## config.mk

```make
export PLATFORM = sky130hd
export DESIGN_NAME = riscv_csrfile
export DESIGN_NICKNAME = d
export VERILOG_FILES = /design/src/logic/riscv_csr_pkg.sv /design/src/logic/riscv_csrfile.sv /design/src/logic/csr_read_mux.sv /design/src/logic/csr_regs.sv /design/src/logic/csr_trap_ctrl.sv /design/src/logic/csr_op_decode.sv
export SDC_FILE = /design/constraint.sdc
export NUM_CORES = 1
export LEC_CHECK = 0
export BUFFER_PORTS_ARGS = -buffer_cell sky130_fd_sc_hd__buf_2
export CAP_MARGIN = 40
export CORE_MARGIN = 3
export CORE_UTILIZATION = 57
export CTS_CLUSTER_DIAMETER = 120
export CTS_CLUSTER_SIZE = 25
export DETAILED_ROUTE_END_ITERATION = 12
export PLACE_DENSITY_LB_ADDON = 0.1
export SLEW_MARGIN = 0
export SYNTH_ARGS = -nofsm -noshare
export SYNTH_HDL_FRONTEND = slang
export SYNTH_SLANG_ARGS = --single-unit
```

## constraint.sdc

```tcl
create_clock -name i_riscv_csr_clk -period 5.58 [get_ports i_riscv_csr_clk]
set_clock_uncertainty 0.1 [all_clocks]
set_input_delay 0.279 -clock i_riscv_csr_clk [delete_from_list [all_inputs] [get_ports i_riscv_csr_clk]]
set_output_delay 0.279 -clock i_riscv_csr_clk [all_outputs]
set_load 0.01 [all_outputs]
```

## src/logic/riscv_csr_pkg.sv

```systemverilog
package riscv_csr_pkg;

    // machine information registers
    localparam logic [11:0] CSR_MVENDORID = 12'hF11;
    localparam logic [11:0] CSR_MARCHID   = 12'hF12;
    localparam logic [11:0] CSR_MIMPID    = 12'hF13;

    // machine trap setup
    localparam logic [11:0] CSR_MSTATUS   = 12'h300;
    localparam logic [11:0] CSR_MISA      = 12'h301;
    localparam logic [11:0] CSR_MIE       = 12'h304;
    localparam logic [11:0] CSR_MTVEC     = 12'h305;

    // machine trap handling
    localparam logic [11:0] CSR_MSCRATCH  = 12'h340;
    localparam logic [11:0] CSR_MEPC      = 12'h341;
    localparam logic [11:0] CSR_MCAUSE    = 12'h342;
    localparam logic [11:0] CSR_MTVAL     = 12'h343;
    localparam logic [11:0] CSR_MIP       = 12'h344;

    // op codes from the decode stage
    // 3'b110 was sret and now falls into idle
    typedef enum logic [2:0] {
        CSR_IDLE  = 3'b000,
        CSR_WRITE = 3'b001,
        CSR_SET   = 3'b010,
        CSR_CLEAR = 3'b011,
        CSR_READ  = 3'b101,
        MRET      = 3'b111
    } csr_op_e;

    // mstatus field positions
    localparam int unsigned MSTATUS_MIE_BIT  = 3;
    localparam int unsigned MSTATUS_MPIE_BIT = 7;
    localparam int unsigned MSTATUS_MPP_LO   = 11;
    localparam int unsigned MSTATUS_MPP_HI   = 12;

    // mie/mip bit and interrupt cause code
    localparam int unsigned IRQ_M_TIMER = 7;
    localparam int unsigned IRQ_M_EXT   = 11;

    // exception cause codes
    localparam logic [3:0] EXC_INST_MISALIGNED  = 4'd0;
    localparam logic [3:0] EXC_ILLEGAL          = 4'd2;
    localparam logic [3:0] EXC_LOAD_MISALIGNED  = 4'd4;
    localparam logic [3:0] EXC_STORE_MISALIGNED = 4'd6;
    localparam logic [3:0] EXC_ECALL_U          = 4'd8;
    localparam logic [3:0] EXC_ECALL_S          = 4'd9;
    localparam logic [3:0] EXC_ECALL_M          = 4'd11;

    localparam logic [1:0] PRIV_LVL_M = 2'b11;

    // A C I M S U with MXL = 2 for rv64
    localparam logic [63:0] ISA_CODE = (64'd1 << 0)
                                     | (64'd1 << 2)
                                     | (64'd1 << 8)
                                     | (64'd1 << 12)
                                     | (64'd1 << 18)
                                     | (64'd1 << 20)
                                     | (64'd2 << 62);

    // one access from the pipeline
    typedef struct packed {
        csr_op_e     op;
        logic [11:0] address;
        logic [63:0] wdata;
    } csr_req_t;

    // synchronous exception flags
    typedef struct packed {
        logic inst_misaligned;
        logic illegal;
        logic ecall_u;
        logic ecall_s;
        logic ecall_m;
        logic load_misaligned;
        logic store_misaligned;
    } trap_events_t;

    // only the machine fields of mstatus are kept
    typedef struct packed {
        logic       mie;
        logic       mpie;
        logic [1:0] mpp;
    } mstatus_t;

    // what gets latched into mcause and mtval
    typedef struct packed {
        logic        is_interrupt;
        logic [3:0]  code;
        logic [63:0] tval;
    } trap_info_t;

endpackage
```

## src/logic/riscv_csrfile.sv

```systemverilog
`timescale 1ns/1ps

module riscv_csrfile import riscv_csr_pkg::*; #(
    parameter int MXLEN = 64
) (
    input  logic             i_riscv_csr_clk,
    input  logic             i_riscv_csr_rst,
    input  logic [11:0]      i_riscv_csr_address,
    input  logic [2:0]       i_riscv_csr_op,
    input  logic [MXLEN-1:0] i_riscv_csr_wdata,
    output logic [MXLEN-1:0] o_riscv_csr_rdata,
    output logic             o_riscv_csr_sideeffect_flush,
    // interrupt lines
    input  logic             i_riscv_csr_external_int,
    input  logic             i_riscv_csr_timer_int,
    // exception flags
    input  logic             i_riscv_csr_illegal_inst,
    input  logic             i_riscv_csr_ecall_u,
    input  logic             i_riscv_csr_ecall_s,
    input  logic             i_riscv_csr_ecall_m,
    input  logic             i_riscv_csr_inst_addr_misaligned,
    input  logic             i_riscv_csr_load_addr_misaligned,
    input  logic             i_riscv_csr_store_addr_misaligned,
    // mepc and mtvec straight out to the pc mux
    output logic [MXLEN-1:0] o_riscv_csr_return_address,
    output logic [MXLEN-1:0] o_riscv_csr_trap_address,
    output logic             o_riscv_csr_gotoTrap,
    output logic             o_riscv_csr_returnfromTrap,
    input  logic [MXLEN-1:0] i_riscv_csr_pc,
    input  logic [MXLEN-1:0] i_riscv_csr_addressALU
);

    csr_req_t         req;
    trap_events_t     events;
    trap_info_t       trap;
    mstatus_t         mstatus;
    logic             csr_we;
    logic             csr_read;
    logic             mret_req;
    logic [MXLEN-1:0] csr_wdata;
    logic             meie;
    logic             mtie;
    logic [MXLEN-1:0] mscratch;
    logic [MXLEN-1:0] mtval;
    logic             mcause_int;
    logic [3:0]       mcause_code;

    // bundle the raw ports
    assign req.op      = csr_op_e'(i_riscv_csr_op);
    assign req.address = i_riscv_csr_address;
    assign req.wdata   = i_riscv_csr_wdata;

    assign events.inst_misaligned  = i_riscv_csr_inst_addr_misaligned;
    assign events.illegal          = i_riscv_csr_illegal_inst;
    assign events.ecall_u          = i_riscv_csr_ecall_u;
    assign events.ecall_s          = i_riscv_csr_ecall_s;
    assign events.ecall_m          = i_riscv_csr_ecall_m;
    assign events.load_misaligned  = i_riscv_csr_load_addr_misaligned;
    assign events.store_misaligned = i_riscv_csr_store_addr_misaligned;

    csr_op_decode #(.MXLEN(MXLEN)) u_op_decode (
        .i_req   (req),
        .i_rdata (o_riscv_csr_rdata),
        .o_we    (csr_we),
        .o_read  (csr_read),
        .o_mret  (mret_req),
        .o_wdata (csr_wdata)
    );

    csr_trap_ctrl #(.MXLEN(MXLEN)) u_trap_ctrl (
        .i_events           (events),
        .i_external_int     (i_riscv_csr_external_int),
        .i_timer_int        (i_riscv_csr_timer_int),
        .i_mie_global       (mstatus.mie),
        .i_meie             (meie),
        .i_mtie             (mtie),
        .i_mret             (mret_req),
        .i_addr_alu         (i_riscv_csr_addressALU),
        .o_goto_trap        (o_riscv_csr_gotoTrap),
        .o_return_from_trap (o_riscv_csr_returnfromTrap),
        .o_trap             (trap)
    );

    csr_regs #(.MXLEN(MXLEN)) u_regs (
        .i_riscv_csr_clk    (i_riscv_csr_clk),
        .i_riscv_csr_rst    (i_riscv_csr_rst),
        .i_address          (req.address),
        .i_we               (csr_we),
        .i_wdata            (csr_wdata),
        .i_goto_trap        (o_riscv_csr_gotoTrap),
        .i_return_from_trap (o_riscv_csr_returnfromTrap),
        .i_trap             (trap),
        .i_pc               (i_riscv_csr_pc),
        .o_mstatus          (mstatus),
        .o_meie             (meie),
        .o_mtie             (mtie),
        .o_mtvec            (o_riscv_csr_trap_address),
        .o_mscratch         (mscratch),
        .o_mepc             (o_riscv_csr_return_address),
        .o_mtval            (mtval),
        .o_mcause_int       (mcause_int),
        .o_mcause_code      (mcause_code),
        .o_flush            (o_riscv_csr_sideeffect_flush)
    );

    csr_read_mux #(.MXLEN(MXLEN)) u_read_mux (
        .i_address      (req.address),
        .i_read         (csr_read),
        .i_mstatus      (mstatus),
        .i_meie         (meie),
        .i_mtie         (mtie),
        .i_external_int (i_riscv_csr_external_int),
        .i_timer_int    (i_riscv_csr_timer_int),
        .i_mtvec        (o_riscv_csr_trap_address),
        .i_mscratch     (mscratch),
        .i_mepc         (o_riscv_csr_return_address),
        .i_mtval        (mtval),
        .i_mcause_int   (mcause_int),
        .i_mcause_code  (mcause_code),
        .o_rdata        (o_riscv_csr_rdata)
    );

endmodule

```

## src/logic/csr_read_mux.sv

```systemverilog
`timescale 1ns/1ps

module csr_read_mux import riscv_csr_pkg::*; #(
    parameter int MXLEN = 64
) (
    input  logic [11:0]      i_address,
    input  logic             i_read,
    input  mstatus_t         i_mstatus,
    input  logic             i_meie,
    input  logic             i_mtie,
    input  logic             i_external_int,
    input  logic             i_timer_int,
    input  logic [MXLEN-1:0] i_mtvec,
    input  logic [MXLEN-1:0] i_mscratch,
    input  logic [MXLEN-1:0] i_mepc,
    input  logic [MXLEN-1:0] i_mtval,
    input  logic             i_mcause_int,
    input  logic [3:0]       i_mcause_code,
    output logic [MXLEN-1:0] o_rdata
);

    always_comb begin : read_select
        o_rdata = '0;

        // nothing comes out unless a read op is active
        if (i_read) begin
            case (i_address)
                // identity regs are not implemented
                CSR_MVENDORID,
                CSR_MARCHID,
                CSR_MIMPID: o_rdata = '0;
                CSR_MISA:   o_rdata = ISA_CODE;
                CSR_MSTATUS: begin
                    o_rdata[MSTATUS_MIE_BIT]                = i_mstatus.mie;
                    o_rdata[MSTATUS_MPIE_BIT]               = i_mstatus.mpie;
                    o_rdata[MSTATUS_MPP_HI:MSTATUS_MPP_LO] = i_mstatus.mpp;
                end
                CSR_MIE: begin
                    o_rdata[IRQ_M_EXT]   = i_meie;
                    o_rdata[IRQ_M_TIMER] = i_mtie;
                end
                CSR_MIP: begin
                    // pending bits are the raw lines
                    o_rdata[IRQ_M_EXT]   = i_external_int;
                    o_rdata[IRQ_M_TIMER] = i_timer_int;
                end
                CSR_MTVEC:    o_rdata = i_mtvec;
                CSR_MSCRATCH: o_rdata = i_mscratch;
                CSR_MEPC:     o_rdata = i_mepc;
                CSR_MCAUSE: begin
                    o_rdata[MXLEN-1] = i_mcause_int;
                    o_rdata[3:0]     = i_mcause_code;
                end
                CSR_MTVAL: o_rdata = i_mtval;
                default:   o_rdata = '0;
            endcase
        end
    end

endmodule

```

## src/logic/csr_regs.sv

```systemverilog
`timescale 1ns/1ps

module csr_regs import riscv_csr_pkg::*; #(
    parameter int MXLEN = 64
) (
    input  logic             i_riscv_csr_clk,
    input  logic             i_riscv_csr_rst,
    input  logic [11:0]      i_address,
    input  logic             i_we,
    input  logic [MXLEN-1:0] i_wdata,
    input  logic             i_goto_trap,
    input  logic             i_return_from_trap,
    input  trap_info_t       i_trap,
    input  logic [MXLEN-1:0] i_pc,
    output mstatus_t         o_mstatus,
    output logic             o_meie,
    output logic             o_mtie,
    output logic [MXLEN-1:0] o_mtvec,
    output logic [MXLEN-1:0] o_mscratch,
    output logic [MXLEN-1:0] o_mepc,
    output logic [MXLEN-1:0] o_mtval,
    output logic             o_mcause_int,
    output logic [3:0]       o_mcause_code,
    output logic             o_flush
);

    // direct mode only so the two low bits are never stored
    logic [MXLEN-3:0] mtvec_base;
    // bit 0 of mepc is always zero
    logic [MXLEN-2:0] mepc_hi;

    assign o_mtvec = {mtvec_base, 2'b00};
    assign o_mepc  = {mepc_hi, 1'b0};

    // mstatus write changes interrupt state so the pipeline refetches
    assign o_flush = i_we && (i_address == CSR_MSTATUS) && !i_goto_trap;

    always_ff @(posedge i_riscv_csr_clk) begin
        if (!i_riscv_csr_rst) begin
            o_mstatus     <= '0;
            o_meie        <= 1'b0;
            o_mtie        <= 1'b0;
            mtvec_base    <= '0;
            o_mscratch    <= '0;
            mepc_hi       <= '0;
            o_mtval       <= '0;
            o_mcause_int  <= 1'b0;
            o_mcause_code <= 4'd0;
        end else if (i_goto_trap) begin
            // trap entry beats any csr write this cycle
            mepc_hi        <= i_pc[MXLEN-1:1];
            o_mcause_int   <= i_trap.is_interrupt;
            o_mcause_code  <= i_trap.code;
            o_mtval        <= i_trap.tval;
            o_mstatus.mpie <= o_mstatus.mie;
            o_mstatus.mie  <= 1'b0;
            o_mstatus.mpp  <= PRIV_LVL_M;
        end else if (i_return_from_trap) begin
            // mret restores the saved enable
            o_mstatus.mie  <= o_mstatus.mpie;
            o_mstatus.mpie <= 1'b1;
            o_mstatus.mpp  <= PRIV_LVL_M;
        end else if (i_we) begin
            case (i_address)
                CSR_MSTATUS: begin
                    o_mstatus.mie  <= i_wdata[MSTATUS_MIE_BIT];
                    o_mstatus.mpie <= i_wdata[MSTATUS_MPIE_BIT];
                    o_mstatus.mpp  <= i_wdata[MSTATUS_MPP_HI:MSTATUS_MPP_LO];
                end
                CSR_MIE: begin
                    o_meie <= i_wdata[IRQ_M_EXT];
                    o_mtie <= i_wdata[IRQ_M_TIMER];
                end
                CSR_MTVEC:    mtvec_base <= i_wdata[MXLEN-1:2];
                CSR_MSCRATCH: o_mscratch <= i_wdata;
                CSR_MEPC:     mepc_hi    <= i_wdata[MXLEN-1:1];
                CSR_MCAUSE: begin
                    // interrupt flag sits in the top bit
                    o_mcause_int  <= i_wdata[MXLEN-1];
                    o_mcause_code <= i_wdata[3:0];
                end
                CSR_MTVAL: o_mtval <= i_wdata;
                // mip follows the lines and identity regs are read only
                default: ;
            endcase
        end
    end

endmodule

```

## src/logic/csr_trap_ctrl.sv

```systemverilog
`timescale 1ns/1ps

module csr_trap_ctrl import riscv_csr_pkg::*; #(
    parameter int MXLEN = 64
) (
    input  trap_events_t     i_events,
    input  logic             i_external_int,
    input  logic             i_timer_int,
    input  logic             i_mie_global,
    input  logic             i_meie,
    input  logic             i_mtie,
    input  logic             i_mret,
    input  logic [MXLEN-1:0] i_addr_alu,
    output logic             o_goto_trap,
    output logic             o_return_from_trap,
    output trap_info_t       o_trap
);

    logic ext_pending;
    logic timer_pending;
    logic is_exception;
    logic is_interrupt;

    // pending needs global enable and own enable and the live line
    assign ext_pending   = i_mie_global && i_meie && i_external_int;
    assign timer_pending = i_mie_global && i_mtie && i_timer_int;

    assign is_interrupt = ext_pending || timer_pending;
    assign is_exception = |i_events;

    assign o_goto_trap = is_exception || is_interrupt;

    // a trap in the same cycle cancels the return
    assign o_return_from_trap = i_mret && !o_goto_trap;

    always_comb begin : cause_select
        o_trap = '0;

        // exceptions first in fixed order
        if (i_events.inst_misaligned) begin
            o_trap.code = EXC_INST_MISALIGNED;
            o_trap.tval = i_addr_alu;
        end else if (i_events.illegal) begin
            o_trap.code = EXC_ILLEGAL;
        end else if (i_events.ecall_u) begin
            o_trap.code = EXC_ECALL_U;
        end else if (i_events.ecall_s) begin
            o_trap.code = EXC_ECALL_S;
        end else if (i_events.ecall_m) begin
            o_trap.code = EXC_ECALL_M;
        end else if (i_events.load_misaligned) begin
            o_trap.code = EXC_LOAD_MISALIGNED;
            o_trap.tval = i_addr_alu;
        end else if (i_events.store_misaligned) begin
            o_trap.code = EXC_STORE_MISALIGNED;
            o_trap.tval = i_addr_alu;
        end else if (ext_pending) begin
            // external beats timer
            o_trap.is_interrupt = 1'b1;
            o_trap.code         = 4'(IRQ_M_EXT);
        end else if (timer_pending) begin
            o_trap.is_interrupt = 1'b1;
            o_trap.code         = 4'(IRQ_M_TIMER);
        end
    end

endmodule

```

## src/logic/csr_op_decode.sv

```systemverilog
`timescale 1ns/1ps

module csr_op_decode import riscv_csr_pkg::*; #(
    parameter int MXLEN = 64
) (
    input  csr_req_t         i_req,
    input  logic [MXLEN-1:0] i_rdata,
    output logic             o_we,
    output logic             o_read,
    output logic             o_mret,
    output logic [MXLEN-1:0] o_wdata
);

    always_comb begin : op_select
        // defaults pass wdata through untouched
        o_wdata = i_req.wdata;
        o_we    = 1'b0;
        o_read  = 1'b0;
        o_mret  = 1'b0;

        case (i_req.op)
            CSR_WRITE: begin
                o_we   = 1'b1;
                o_read = 1'b1;
            end
            CSR_SET: begin
                // read-modify-write against the current value
                o_we    = 1'b1;
                o_read  = 1'b1;
                o_wdata = i_rdata | i_req.wdata;
            end
            CSR_CLEAR: begin
                o_we    = 1'b1;
                o_read  = 1'b1;
                o_wdata = i_rdata & ~i_req.wdata;
            end
            CSR_READ: o_read = 1'b1;
            // return has no read or write side effect
            MRET: o_mret = 1'b1;
            // idle and old sret code do nothing
            default: ;
        endcase
    end

endmodule

```

After elaboration in Yosys (flattened, before gate mapping)
Cells that the tools add are included. Widths: inputs -> output; s select.

Register bits after elaboration: 264. Input port bits: 218. Output and inout port bits: 195. Logic and storage cells: 117.

Eq/ne operators: 15. Mux-type cells: 55. Bitwise operators: 6. Reductions and logical operators: 30.

Operators with widths (number): $mux 64 (10); $mux 63 (4); $pmux 50 s5 (1); $mux 68 (2); $pmux 64 s2 (1); $eq 12x10->1 const B (9); $and 64x64->64 (1); $not 64->64 (1); $or 64x64->64 (1); $mux 4 (12); $pmux 1 s6 (3); $pmux 3 s6 (1); $pmux 3 s5 (1); $mux 1 (14); $pmux 1 s7 (2); $pmux 3 s4 (1); $reduce_and 4->1 (3); $reduce_bool 2->1 (6); $mux 5 (2); $reduce_and 3->1 (3); $logic_and 1x1->1 (7); $reduce_or 7->1 (1); $eq 3x2->1 const B (2); $eq 3x3->1 const B (2); 11 further kinds (16).

Longest topological paths before layout
Gate-level depths: netlist of run 1.

Word-level depth: 12. Mapped depth: 9. Mapped depth without buffers: 6.

Hierarchy
From an unflattened synthesis of run 1, not the netlist that was laid out.

Cells, all modules: 1910. Area, all modules: 15523.6 µm².

By module, submodules not included: csr_regs (times used 1, cells an instance 1355, area each 11290.8 µm², seq. area each 5285.1 µm²); csr_read_mux (times used 1, cells an instance 312, area each 2446.1 µm², seq. area each 0.0 µm²); csr_op_decode (times used 1, cells an instance 149, area each 1148.6 µm², seq. area each 0.0 µm²); csr_trap_ctrl (times used 1, cells an instance 94, area each 638.1 µm², seq. area each 0.0 µm²).

Least setup slack after synthesis of run 1
No wires, ideal clock.

Path type: input -> output. Start point: input i_riscv_csr_address[6]. End point: output o_riscv_csr_rdata[13]. Arrival: 1.930 ns. Data required time: 5.201 ns. Slack: 3.271 ns. Stages: 8. Path buffers: 4. Cells stage by stage: buf_4 -> or4b_1 -> o21a_1 -> buf_2 -> nand2b_1 -> clkbuf_1 -> clkbuf_1 -> a21oi_1.

Longest elaborated chain between the ends: 3.

RTL lines: start: declaration (RTL line riscv_csrfile.sv:8) `input logic [11:0] i_riscv_csr_address,`; $eq 12x10->1 (RTL line csr_read_mux.sv:27) `case (i_address)`; $pmux 50 s5 * (RTL line csr_read_mux.sv:27); $mux 64 * (RTL line csr_read_mux.sv:26) `if (i_read) begin`; end: declaration (RTL line riscv_csrfile.sv:11) `output logic [MXLEN-1:0] o_riscv_csr_rdata,`.

Every way passes the cells marked *; elsewhere a longest branch is shown, timed or not.

Final worst setup path of run 1
Start point: input i_riscv_csr_inst_addr_misaligned. End point: output o_riscv_csr_returnfromTrap.

Longest elaborated chain between the ends: 4.

RTL lines: start: declaration (RTL line riscv_csrfile.sv:21) `input logic i_riscv_csr_inst_addr_misaligned,`; $reduce_or 7->1 (RTL line csr_trap_ctrl.sv:29) `assign is_exception = |i_events;`; $logic_or 1x1->1 (RTL line csr_trap_ctrl.sv:31) `assign o_goto_trap = is_exception || is_interrupt;`; $logic_not 1->1 (RTL line csr_trap_ctrl.sv:34) `assign o_return_from_trap = i_mret && !o_goto_trap;`; $logic_and 1x1->1 (RTL line csr_trap_ctrl.sv:34); end: declaration (RTL line riscv_csrfile.sv:28) `output logic o_riscv_csr_returnfromTrap,`.

No other way between the ends.

==> impl_metrics.ini, run 1 <==
[finish]
area_growth_syn_to_layout_pct = 26.4
net_count_of_the_finished_layout = 2499
fin_cells = 2616
fin_util = 0.735
post_route_cells_drive_above_1_share = 0.229
layout_commonest_cell = buf_2
stdcell_area_mm2 = 0.0186
mostFrequentLayoutCells = 409 x buf_2, 264 x dfxtp_1, 225 x o21ai_0, 188 x nor2_1, 143 x nand2_1

[setup_path]
end_kind = primary output
critical_path_peak_fanout = 64
crit_path_frequent_cell = buf_2
cp_cell_sequence = dlygate4sd3_1 > buf_2 > or4_1 > a211oi_4 > clkinv_2 > buf_4 > nor2_1 > buf_2
worst_ep_required_time_ps = 5200
critPathMaxStageDelay_ps = 580
path_delay_family = buffers and inverters
timing.critical_path.from_type = primary input
critical_path_class = in2out
cp.arrival_ps = 3330
crit_buf_inv = 5
critical-path-slowest-cell = buf_4

[power_and_ir_drop]
power.share.combinational = 0.148
finalPower_mw = 3.65
internal_power_mw = 2.65
power_frac_seq = 0.538
p_leak_nw = 7.38
clock_power_share = 0.314
netSwitchingFraction = 0.276
max-vdd-ir-drop_uv = 241
power_density_mw_per_mm2 = 197
netSwitchingPower_mw = 1.01

[synth]
combined_area_of_all_synthesized_cells_mm2 = 0.0147
syn-instance-count = 1881
synth_edf_count = 0
proportion_of_synthesized_area_in_mux_cells = 0.0119
combinational_family_with_the_most_area_after_synthesis = compound AO/OA/AOI/OAI gates
ys_seq_elements = 264
synth-xor-area-share = 0
netlist_cell_types = 81
synth_ff_type = dfxtp_1
simple_gate_share_of_the_synthesized_area = 0.210
ys.warnings.count = 0
synthesis.area_per_instance_um2 = 7.81
synth_adder_area_share = 0
synthesized_area_fraction_occupied_by_ao_oa_aoi_and_oai_cells = 0.361
synth_seq_area_share = 0.360
asyncSetResetFlopFracSynth = 0

[outcome]
status = finished with violations
failed_checks = negative hold slack

[sta]
timing.final.ws_setup_ps = 1870
max_freq_mhz = 269
rsz0062_at_grt = false
max_slew_margin = 0.351
report.final.hold_viol_count = 1
tns_ps = 0
worst_hold_slack_ps = -0.541
timing_worst_slew_pin_value_ps = 971
maxSlewViolCount = 0
setup_viol = 0
post-route-period-util = 0.665
period_minus_slack_ps = 3710

[die]
design.portCount = 413
std_cell_rows = 58
core_area_mm2 = 0.0253
die-height_um = 166
design.die.area_mm2 = 0.0277
initial_utilization = 0.581
chipWidth_um = 166

[placement]
place.gp.congestion = 1.02
numPlacedInstances = 2468
placed_cell_area_mm2 = 0.0169
io_buffers = 408
place_worst_setup_slack_ps = 1740
hpwl_mm = 40.8

[clock_tree]
htree_num_levels = 1
clkLatencyLatePin_ps = 510
number_of_sinks_driven_by_the_clock_tree = 264
cts_tree = done
cts_buffers = 14
setup_fix_bufs_post_cts = 0
root_buffer = clkbuf_16
clk_transition_reported_paths_ps = 110
cts_buffer_depth = 3

[grt]
grt_start_max_net_pins = 97
grt_util_all_layers = 0.424
number_of_global_route_vias_before_repair = 16500
globalRoute.totalOverflow = 0
grt_antenna_before_repair = 6
first_pass_grt_wire_length_mm = 95.3

[route]
drt_iter0_markers = 2624
avgViaCountPerCell = 6.80
detailroute.via_count = 17800
drt_drc_violations_left = 0
dr.pass1.iters = 6
ant_nets = 0
route.detailed.wl_per_inst_um = 24.0
detail_route.wirelength_mm = 62.7

[worst_hold_path]
holdCritPathClass = in2reg

[run]
count_of_max_cap_constraint_violations = 0
==> sequential cells by signal, indices dropped and copies added, names as in the netlist, 4 cells and up <==
name	count
u_regs.o_mscratch	64
u_regs.o_mtval	64
u_regs.mepc_hi	63
u_regs.mtvec_base	62
u_regs.o_mcause_code	4
u_regs.o_mstatus	4
==> synthesized netlist by cell type (all sizes together), types with 7 or more instances <==
master	n	share of area
a211o	26	0.016
a211oi	77	0.040
a21o	38	0.019
a21oi	136	0.046
a22oi	97	0.050
a31oi	30	0.013
and3	10	0.0043
buf	62	0.022
clkbuf	134	0.034
dfxtp	264	0.36
mux2i	13	0.0089
nand2	143	0.037
nand2b	12	0.0051
nand3	33	0.011
nor2	194	0.050
nor2b	28	0.012
nor3	58	0.023
nor4bb	44	0.030
o2111ai	23	0.014
o211ai	7	0.0036
o21ai	242	0.082
o22ai	11	0.0047
o2bb2ai	23	0.014
o311a	19	0.013
o31a	21	0.013
o31ai	10	0.0065
or3	21	0.0089
==> cell type report <==
type                            instances  area (um^2)
Multi-Input combinational cell       1416         8660
Fill cell                            1975         6700
Sequential cell                       264         5290
Timing Repair Buffer                  578         3770
Tap cell                              330          413
Clock buffer                           15          375
Inverter                                7         28.8
Clock inverter                          1         16.3
Antenna cell                            5         12.5
==> timing repair <==
item,4_1_cts,5_1_grt
hold buffers,127,0
endpoints found under the hold margin,119,0
gates resized for setup,0,0
==> layer usage <==
metal | vias to the layer above | GRT usage | part of all wire
met2 | 1412 | 0.638 | 0.43
met3 | 245 | 0.110 | 0.14
met4 | 2 | 0.186 | 0.052
met5 | - | 0 | 0.00021
met1 | 8253 | 0.577 | 0.38
li1 | 7881 | - | -
==> worst register-to-register path: stages (launching register included) <==
cell	delay, ps
dfxtp_1	370
a22o_1	290
a2111o_1	640
nor3_4	740
o21ai_0	180
or3_1	330
o21ai_0	120
dlygate4sd3_1	620
==> logic make-up after synthesis <==
family,Yosys count
DFF,264
other,1
buffers and inverters,203
and+or+nand+nor,595
muxes,16
AOI/OAI and AO/OA,802
==> power by group through the flow <==
stage | sequential, mW | combinational (mW) | clock (mW)
after global placement | 2.00 | 0.436 | 0
after detailed placement | 2.01 | 0.449 | 0
after global routing | 1.97 | 0.572 | 1.20
final | 1.96 | 0.541 | 1.15
after CTS | 1.96 | 0.521 | 1.15
after floorplan | 2.01 | 0.221 | 0
==> worst paths after layout <==
check                                         start                                end  slack, ps  depth (start not counted)
setup / recovery   i_riscv_csr_inst_addr_misaligned         o_riscv_csr_returnfromTrap       1870                          8
hold / removal                    i_riscv_csr_pc[3]     u_regs.mepc_hi[2]$_SDFFE_PN0P_       -0.5                          3
setup reg to reg         u_regs.o_meie$_SDFFE_PN0P_    u_regs.mepc_hi[20]$_SDFFE_PN0P_       2120                          7
hold reg to reg   u_regs.o_mscratch[7]$_SDFFE_PN0P_  u_regs.o_mscratch[7]$_SDFFE_PN0P_        380                          2
Note: power is estimated with default switching activity, not from simulation.
==> run 2, diff against run 1 <==
- CORE_UTILIZATION: 57 -> 48
- clock period: 5.58 -> 3.3 ns (I/O delays scaled with it)
==> run 2 against run 1 <==
Against the previous run: design area rose by 7.4%; critical endpoint is now o_riscv_csr_sideeffect_flush; setup slack worse by 1700 ps; the run now ends clean; global-route usage down 3.6 points; cell count increased by 7.1%; combinational power up 92%; highest routed layer unchanged; critical path type unchanged.
==> impl_metrics.ini, run 2 (synthesis gave the netlist of run 1 again) <==
[outcome]
status = finished, final reports clean

[grt]
first_pass_grt_wire_length_mm = 102
grt_start_max_net_pins = 94
grt_antenna_before_repair = 5
globalRoute.totalOverflow = 0
grt_util_all_layers = 0.388
number_of_global_route_vias_before_repair = 17200

[setup_path]
end_kind = primary output
critPathMaxStageDelay_ps = 590
path_delay_family = buffers and inverters
cp.arrival_ps = 2910
crit_buf_inv = 4
critical-path-slowest-cell = buf_4
worst_ep_required_time_ps = 3030
cp_cell_sequence = dlygate4sd3_1 > buf_2 > or4_1 > a211oi_4 > buf_4 > and3_1 > buf_2
timing.critical_path.from_type = primary input
crit_path_frequent_cell = buf_2
critical_path_class = in2out
critical_path_peak_fanout = 44

[clock_tree]
htree_num_levels = 1
clkLatencyLatePin_ps = 510
cts_tree = done
setup_fix_bufs_post_cts = 0
cts_buffer_depth = 3
cts_buffers = 14
clk_transition_reported_paths_ps = 110
root_buffer = clkbuf_16
number_of_sinks_driven_by_the_clock_tree = 264

[sta]
period_minus_slack_ps = 3180
rsz0062_at_grt = false
maxSlewViolCount = 0
timing_worst_slew_pin_value_ps = 939
max_freq_mhz = 315
post-route-period-util = 0.962
max_slew_margin = 0.374
setup_viol = 0
report.final.hold_viol_count = 0
tns_ps = 0

[die]
initial_utilization = 0.491
design.die.area_mm2 = 0.0327
core_area_mm2 = 0.0299
std_cell_rows = 63
design.portCount = 413
die-height_um = 181
chipWidth_um = 181

[power_and_ir_drop]
netSwitchingFraction = 0.280
max-vdd-ir-drop_uv = 293
p_leak_nw = 8.04
power_frac_seq = 0.524
internal_power_mw = 4.57
clock_power_share = 0.312
power.share.combinational = 0.164
power_density_mw_per_mm2 = 319
netSwitchingPower_mw = 1.78

[route]
wl_met2_mm = 29.5
length_of_routed_met3_wiring_mm = 7.37
route.detailed.wl_per_inst_um = 24.0
ant_nets = 0
dr.pass1.iters = 6
top_layer = met5
detail_route.wirelength_mm = 67.3
detail_route.wirelength.met1_mm = 27.9
detailroute.via_count = 18000
drt_iter0_markers = 2467
drt_drc_violations_left = 0
avgViaCountPerCell = 6.44

[finish]
layout_commonest_cell = buf_2
net_count_of_the_finished_layout = 2625
fin_cells = 2801
mostFrequentLayoutCells = 407 x buf_2, 264 x dfxtp_1, 225 x o21ai_0, 212 x dlygate4sd3_1, 188 x nor2_1
layout_top_registers = u_regs.o_mscratch (64), u_regs.o_mtval (64), u_regs.mepc_hi (63)
area_growth_syn_to_layout_pct = 35.7
post_route_cells_drive_above_1_share = 0.235

[placement]
place.gp.congestion = 1.01
io_buffers = 408
hpwl_mm = 44.7
numPlacedInstances = 2569

[run]
count_of_max_cap_constraint_violations = 0

[worst_hold_path]
holdCritPathClass = in2reg
## run 2: cell count changes in the layout (fill, tap and decap cells not counted), moves of 2 or more
| cell | before | now |
|---|---|---|
| buf_12 | 7 | 19 |
| dlygate4sd3_1 | 127 | 212 |
| buf_2 | 409 | 407 |
| buf_4 | 32 | 65 |
## run 2: what timing repair did
| item | 4_1_cts | 5_1_grt |
|---|---|---|
| endpoints found under the setup margin | 0 | 8 |
| hold buffers | 212 | 0 |
| gates resized for setup | 0 | 2 |
| endpoints found under the hold margin | 199 | 0 |
## run 2: tightest hold or removal path, delay by kind of cell
kind	cells	cell delay, ps
simple gates	1	110
buf+inv	1	150
compound gates	1	180
## run 2: layer usage
| layer | vias to the layer above | track usage |
|---|---|---|
| met2 | 1228 | 0.592 |
| met5 | - | 0 |
| li1 | 8142 | - |
| met4 | 2 | 0.134 |
| met1 | 8502 | 0.555 |
| met3 | 172 | 0.0632 |
## run 2: worst paths after layout
| path | startpoint | slack, ps | end | depth (start not counted) |
|---|---|---|---|---|
| worst min-delay path | i_riscv_csr_op[1] | 20 | u_regs.o_mstatus[3]$_SDFFE_PP0P_ | 3 |
| worst max-delay path | i_riscv_csr_inst_addr_misaligned | 120 | o_riscv_csr_sideeffect_flush | 7 |
| worst max register to register | u_regs.o_mtie$_SDFFE_PN0P_ | 280 | u_regs.mepc_hi[20]$_SDFFE_PN0P_ | 8 |
| worst min register to register | u_regs.o_mscratch[7]$_SDFFE_PN0P_ | 380 | u_regs.o_mscratch[7]$_SDFFE_PN0P_ | 2 |
## run 2: stage by stage
| step | area, um^2 | power, mW | setup WS (ps) | hold WS (ps) | util |
|---|---|---|---|---|---|
| floorplan | 14700 | 3.77 | 1190 | 164 | - |
| global placement | 17400 | 4.19 | 453 | 258 | 0.581 |
| detailed placement | 17400 | 4.20 | 369 | 259 | 0.582 |
| CTS | 19900 | 6.31 | 148 | 0.285 | 0.666 |
| global route | 19900 | 6.52 | 32.5 | 21.5 | 0.667 |
| finish | 19900 | 6.35 | 125 | 15.5 | 0.667 |
## run 2: area by class of cell
| type | count | area (um^2) |
|---|---|---|
| Fill cell | 2532 | 9950 |
| Inverter | 7 | 30.0 |
| Clock inverter | 1 | 16.3 |
| Timing Repair Buffer | 704 | 5050 |
| Antenna cell | 4 | 10.0 |
| Clock buffer | 15 | 375 |
| Tap cell | 390 | 488 |
| Multi-Input combinational cell | 1416 | 8660 |
| Sequential cell | 264 | 5290 |
## run 2: power by group through the flow
stage | clock network [mW] | logic (mW) | registers, mW
after floorplan | 0 | 0.374 | 3.40
after global placement | 0 | 0.799 | 3.39
after detailed placement | 0 | 0.811 | 3.39
after CTS | 1.98 | 1.01 | 3.32
after global routing | 2.09 | 1.10 | 3.33
final | 1.98 | 1.04 | 3.32
